<file path="src/verilog/uart_rx_pkg.sv">
`default_nettype none

package uart_rx_pkg;

    // received byte and buffer word
    typedef logic [7:0]  byte_t;
    typedef logic [31:0] word_t;

    // 256 words of 4 bytes give a 1 KiB ring
    typedef logic [7:0]  word_addr_t;
    typedef logic [9:0]  tail_t;

    // host side byte address
    typedef logic [31:0] bus_addr_t;

    localparam int buf_words = 256;
    localparam tail_t tail_last = 10'd1023;

    // bit timing
    localparam int clk_freq_hz  = 10_000_000;
    localparam int baud_rate    = 1_000_000;
    localparam int clks_per_bit = clk_freq_hz / baud_rate;
    localparam int bit_cnt_w    = $clog2(clks_per_bit);

    // counts cycles inside one bit time
    typedef logic [bit_cnt_w-1:0] bit_cnt_t;

    // register offsets, anything else hits the buffer
    localparam bus_addr_t tail_offset  = 32'h0000_0400;
    localparam bus_addr_t count_offset = 32'h0000_0404;

    // buffer controller states
    typedef enum logic [1:0] {
        idle,
        write_mem,
        readbuf_after_rx,
        readbuf_before_write
    } rx_buf_state_t;

endpackage

`default_nettype wire

</file>
<file path="src/verilog/uart_rx_serial.sv">
`timescale 1ns/1ps
`default_nettype none

module uart_rx_serial (
    input  wire                clk,
    input  wire                arst_n,
    input  wire                rx_line,
    output uart_rx_pkg::byte_t rx_byte,
    output logic               rx_valid
);

    typedef enum logic [1:0] {
        idle,
        start,
        data,
        stop
    } rx_state_t;

    rx_state_t             state;
    uart_rx_pkg::bit_cnt_t cnt;
    logic [2:0]            bit_idx;
    uart_rx_pkg::byte_t    shift_reg;

    logic line_meta;
    logic line_sync;

    logic half_end;
    logic bit_end;

    // two flops against metastability, line idles high
    always_ff @(posedge clk or negedge arst_n) begin
        if (!arst_n) begin
            line_meta <= 1'b1;
            line_sync <= 1'b1;
        end else begin
            line_meta <= rx_line;
            line_sync <= line_meta;
        end
    end

    // middle of the start bit, then full bit periods
    assign half_end = (cnt == uart_rx_pkg::bit_cnt_t'(uart_rx_pkg::clks_per_bit / 2 - 1));
    assign bit_end  = (cnt == uart_rx_pkg::bit_cnt_t'(uart_rx_pkg::clks_per_bit - 1));

    always_ff @(posedge clk or negedge arst_n) begin
        if (!arst_n) begin
            state    <= idle;
            cnt      <= '0;
            bit_idx  <= '0;
            rx_valid <= 1'b0;
        end else begin
            rx_valid <= 1'b0;
            case (state)
                idle: begin
                    cnt <= '0;
                    if (!line_sync) begin
                        state <= start;
                    end
                end
                start: begin
                    if (half_end) begin
                        cnt     <= '0;
                        bit_idx <= '0;
                        // glitch shorter than half a bit is dropped
                        state   <= line_sync ? idle : data;
                    end else begin
                        cnt <= cnt + 1'b1;
                    end
                end
                data: begin
                    if (bit_end) begin
                        cnt     <= '0;
                        bit_idx <= bit_idx + 1'b1;
                        if (bit_idx == 3'd7) begin
                            state <= stop;
                        end
                    end else begin
                        cnt <= cnt + 1'b1;
                    end
                end
                stop: begin
                    if (bit_end) begin
                        cnt      <= '0;
                        state    <= idle;
                        // framing error when the stop bit is low
                        rx_valid <= line_sync;
                    end else begin
                        cnt <= cnt + 1'b1;
                    end
                end
                default: begin
                    state <= idle;
                end
            endcase
        end
    end

    // lsb arrives first, shift in from the top
    always_ff @(posedge clk) begin
        if (state == data && bit_end) begin
            shift_reg <= {line_sync, shift_reg[7:1]};
        end
        if (state == stop && bit_end && line_sync) begin
            rx_byte <= shift_reg;
        end
    end

endmodule

`default_nettype wire

</file>
<file path="config.mk">
export PLATFORM = sky130hd
export DESIGN_NAME = uart_rx_serial
export DESIGN_NICKNAME = d
export VERILOG_FILES = /design/src/verilog/uart_rx_pkg.sv /design/src/verilog/uart_rx_serial.sv
export SDC_FILE = /design/constraint.sdc
export NUM_CORES = 1
export LEC_CHECK = 0
export ABC_AREA = 1
export BUFFER_PORTS_ARGS = -buffer_cell sky130_fd_sc_hd__buf_4
export CELL_PAD_IN_SITES_DETAIL_PLACEMENT = 1
export CELL_PAD_IN_SITES_GLOBAL_PLACEMENT = 2
export CORE_MARGIN = 3
export CORE_UTILIZATION = 34
export DETAILED_ROUTE_END_ITERATION = 12
export PLACE_DENSITY = 0.74
export REMOVE_ABC_BUFFERS = 1
export SLEW_MARGIN = 20
export SYNTH_ARGS = -nofsm -noshare
export SYNTH_HDL_FRONTEND = slang
export SYNTH_SLANG_ARGS = --single-unit
</file>
<file path="constraint.sdc">
create_clock -name clk -period 2.1 [get_ports clk]
set_input_delay 0 -clock clk [delete_from_list [all_inputs] [get_ports clk]]
set_output_delay 0 -clock clk [all_outputs]
set_load 0.02 [all_outputs]
</file>
# Word-level counts from Yosys, hierarchy flattened
# Index checks and enable logic that the tools add are counted.
[totals] wordCells=44 ram_bits=0 reg_bits=28 n_memories=0 romBits=0 latch_bits=0
[op_classes] eq_ne=11 bitwise=0 order_cmp=0 shifts=0 mux=15 reduce_logical=8 add_sub_neg=2 n_div=0 mul=0
[ops] operator="2-bit two-way mux" count=6
[ops] operator="4-bit case mux with 3 select lines" count=1
[ops] operator="2-bit inequality test (second input constant)" count=5
[ops] operator="4-bit two-way mux" count=2
[ops] operator="2-bit case mux with 4 select lines" count=1
[ops] operator="3-bit two-way mux" count=2
[ops] operator="3-bit case mux with 2 select lines" count=1
[ops] operator="5-bit AND reduction" count=1
[ops] operator="4-bit by 1-bit adder with 4-bit output (second input constant)" count=1
[ops] operator="2-bit == test (second input constant)" count=2
[ops] operator="4-bit by 3-bit == test with 1-bit output (second input constant)" count=1
[ops] operator="4-bit == test (second input constant)" count=1
[ops] operator="3-bit by 1-bit adder with 3-bit output (second input constant)" count=1
[ops] operator="3-bit == test (second input constant)" count=1
[ops] operator="1-bit logical AND" count=3
[ops] operator="3-bit AND reduction" count=1
[ops] operator="2-bit by 1-bit == test with 1-bit output (second input constant)" count=1
[ops] operator="2-bit zero test" count=1
[ops] operator="1-bit two-way mux" count=2
[ops] operator="2-bit nonzero test" count=1
[ops] operator="2-bit OR reduction" count=1

# Depth between registers and ports, before layout
[depth] depth_word=4 depth_mapped=9 mapped_depth_nobuf=9

# Worst setup path after synthesis
# No wires, ideal clock.
[synth_path] kind="reg-to-reg" from="reg cnt[1]" to="reg rx_byte[0] (enable)" slack_ns=0.145 t_required_ns=1.705 period_less_slack_ns=1.955 path_stages_with_launch=5 arrival_ns=1.560 n_path_buf=0 cell_sequence="dfrtp_1 > inv_1 > ha_1 > nand3_1 > nor4_1"
[synth_between] elab_chain_cells=3
[synth_rtl] item="start: declaration" line="uart_rx_serial.sv:20" source="uart_rx_pkg::bit_cnt_t cnt;"
[synth_rtl] item="start signal: assignment" line="uart_rx_serial.sv:67" source="cnt <= cnt + 1'b1;"
[synth_rtl] item="start signal: assignment" line="uart_rx_serial.sv:78" source="cnt <= cnt + 1'b1;"
[synth_rtl] item="start signal: assignment" line="uart_rx_serial.sv:88" source="cnt <= cnt + 1'b1;"
[synth_rtl] item="4-bit == test" line="uart_rx_serial.sv:43" source="assign bit_end = (cnt == uart_rx_pkg::bit_cnt_t'(uart_rx_pkg::clks_per_bit - 1));"
[synth_rtl] item="1-bit logical AND (2 in series)" line="uart_rx_serial.sv:103" source="if (state == stop && bit_end && line_sync) begin"
[synth_rtl] item="end signal: assignment" line="uart_rx_serial.sv:104" source="rx_byte <= shift_reg;"
[synth_rtl] item="end: declaration" line="uart_rx_serial.sv:8" source="output uart_rx_pkg::byte_t rx_byte,"
# No other way between the ends.
# A chain may end at the register's enable or synchronous reset.

# Worst setup path in the final report
[layout_path] from="reg cnt[1]" to="reg rx_byte[6] (enable)"
# The elaborated chain is that of the path after synthesis.

==> metrics.txt <==
Core ar. 2900 um2; number of nets still failing antenna checks after routing 0; Inserted Diodes 0; die area approximately 3900 um2; Pre-Repair DR Iteration Count 4; initial antenna violation count 0; Design Power 1.301 mW; status complete, no violations; P_int 0.9169 mW; leading area contributor after synthesis edfxtp_1; vias in the first global route around 700; Post-CTS Setup Bufs 0; cts bufs inserted 3; Initial Utilization 0.3736; Post-synth EDFFs 16; Iteration-0 DRC Markers 5; std cell rows 19; clock latency on the worst-skew pair 0.32 ns; Syn Area/Cell 12.90 um2; first-pass GRT wire length 3.208 mm; Tmin final 1.565 ns; Crit-path slowest cell dfrtp_1; Tcrit/Tclk final 0.7452; Worst Hold Class in2async; max frequency 0.6390 GHz; Pins Over Slew Limit 0; ys flop type edfxtp_1; CP cell instances inv_1 > ha_1 > nand3_1 > nor4_1 > buf_4; Mapped Cells between 80 and 90; worst hold margin 0.02171 ns; Comb power frac 0.204; clock root buffer clkbuf_4; clock-pin slew on the worst setup and hold paths about 0.15 ns; Area after DPL 1226 um2; Static Leak 0.5546 nW; post-synthesis sequential area ratio 0.7229; top cells by area, synth edfxtp_1 44%, dfrtp_1 23%, nand2_1 5.9%, ha_1 5.8%, dfstp_2 4.8%; Via density roughly 4.6; # fillers ~330; share of cells above drive strength 1 0.2549; final WL between 1.5 and 2 mm; CTS tree built; Die Span Y 62.45 um; largest net degree at the start of global routing 17; Max IR drop VDD 0.4652 mV; sequential share of power 0.529; DRC Markers 0; sw frac 0.2952; Final setup viols 0; final net count around 110; CP startpoint kind register; Cell variety after synth 18; Worst Setup End Kind register; via count 656; WP buf/inv 2; power per cell area 1002 nW/um2; net load switching power 0.3839 mW; normalized max-slew margin 0.7741; Post-synth ARST share 0.4286; clock buffer depth 2; CP max stage delay roughly 0.42 ns; synthesis-to-finish area growth 19.86%; width of the die between 60 and 70 um; # H-tree levels 1; TritonCTS sink count 28; Crit Path Class reg2reg; Worst EP required roughly 2.2 ns; Crit Path Max Fanout 8; gpl congestion 0.7637; share of the synthesized area in the top cell type 0.4434; Clk network pwr share 0.267; final setup TNS 0 ns; I/O Pins 12; Final Cell Area 1299 um2; RSZ-0062 raised after global routing false; Hold Fails Final Rpt 0; most frequent cell after synthesis nand2_1; Post-Synthesis Cell Area 1084 um2; Top delay family on crit path flip-flops; Max-Cap Viols 0; dpl cells 138; Seq cells post-synth 28; Buffers on Ports 11; GR Overflow Total 0; Final HPWL DP 1.404 mm; post-DR wirelength/cell 12.40 um; worst path arrival time 1.62 ns; clk_skew between 0.003 and 0.004 ns; synth warn 0; worst-margin pin slew 0.3362 ns; Layout Cells excl Fill 144; synth cell count leaders 17 x nand2_1, 16 x edfxtp_1, 10 x dfrtp_1, 7 x inv_1; gr usage total 0.1050
[path summary, 6_finish.rpt]
kind,from,end,slack [ns],cells past startpoint
worst max-delay path,cnt[1],rx_byte[6],0.54,5
worst min-delay path,arst_n,cnt[3],0.02,2
worst max register to register,cnt[1],rx_byte[6],0.54,5
worst min register to register,line_meta,line_sync,0.37,0
max in group asynchronous,arst_n,line_sync,1.85,2
min in group clk,rx_line,line_meta,0.32,2
[routing by layer]
metal,routed length [um],global-route usage,vias up
met4,17,0.04132,0
met2,871,0.1718,10
met5,0,0,-
met3,66,0.02698,2
li1,-,-,319
met1,830,0.1327,325
[cells by family (layout without fill, tap and decap cells)]
family,after synthesis,count (layout),share of synthesized area
and+or+nand+nor,35,35,0.1466
xor gates and xnor gates,1,1,0.008085
buffers and inverters,11,29,0.03811
adders and majority gates,5,5,0.05774
AOI/OAI and AO/OA,4,4,0.02656
DFF,28,28,0.7229
[stage by stage]
stage / util / setup WS (ns)
detailed placement: 0.4228 / 0.5111
global route: 0.4478 / 0.3903
floorplan: - / 0.1452
finish: 0.4478 / 0.5350
CTS: 0.4478 / 0.4880
global placement: 0.4228 / 0.5940
[area by class of cell]
class	instances	area, um2	share of cell area
flip-flops and latches	28	783.3	0.6031
multi-input cells	45	259.0	0.1994
repair buffers	14	110.1	0.08478
well taps	42	52.55	0.04046
inverters	11	41.29	0.03179
clock inverters	1	30.03	0.02312
clock buffers	3	22.52	0.01734
[power groups by stage]
stage          Clock (mW)  Combinational (mW)  Sequential (mW)
5_1_grt             0.385               0.321            0.702
2_1_floorplan           0               0.211            0.686
3_5_place_dp            0               0.270            0.703
6_report            0.347               0.265            0.689
4_1_cts             0.362               0.274            0.691
3_3_place_gp            0               0.260            0.702
[what timing repair did]
| action | CTS | global route |
|---|---|---|
| gates resized for setup | 0 | 0 |
| hold endpoints to repair | 13 | 0 |
| hold buffers | 2 | 0 |
[cells in the final DEF, fill, tap and decap left out]
cell | Yosys | final
clkbuf_4 | 0 | 3
o21ai_1 | 2 | 2
ha_1 | 5 | 5
nand3_1 | 5 | 5
dlygate4sd3_1 | 0 | 2
o22ai_1 | 1 | 1
bufinv_16 | 0 | 1
dfstp_2 | 2 | 2
and2_1 | 1 | 1
inv_1 | 7 | 7
buf_4 | 0 | 12
dfrtp_1 | 10 | 10
nand2_1 | 17 | 17
nand4_1 | 2 | 2
nor3_1 | 1 | 1
inv_2 | 4 | 4
nor2_1 | 4 | 4
edfxtp_1 | 16 | 16
nor2_2 | 3 | 3
xor2_1 | 1 | 1
nor4_1 | 2 | 2
a211oi_2 | 1 | 1
(Power assumes the default switching activity.)
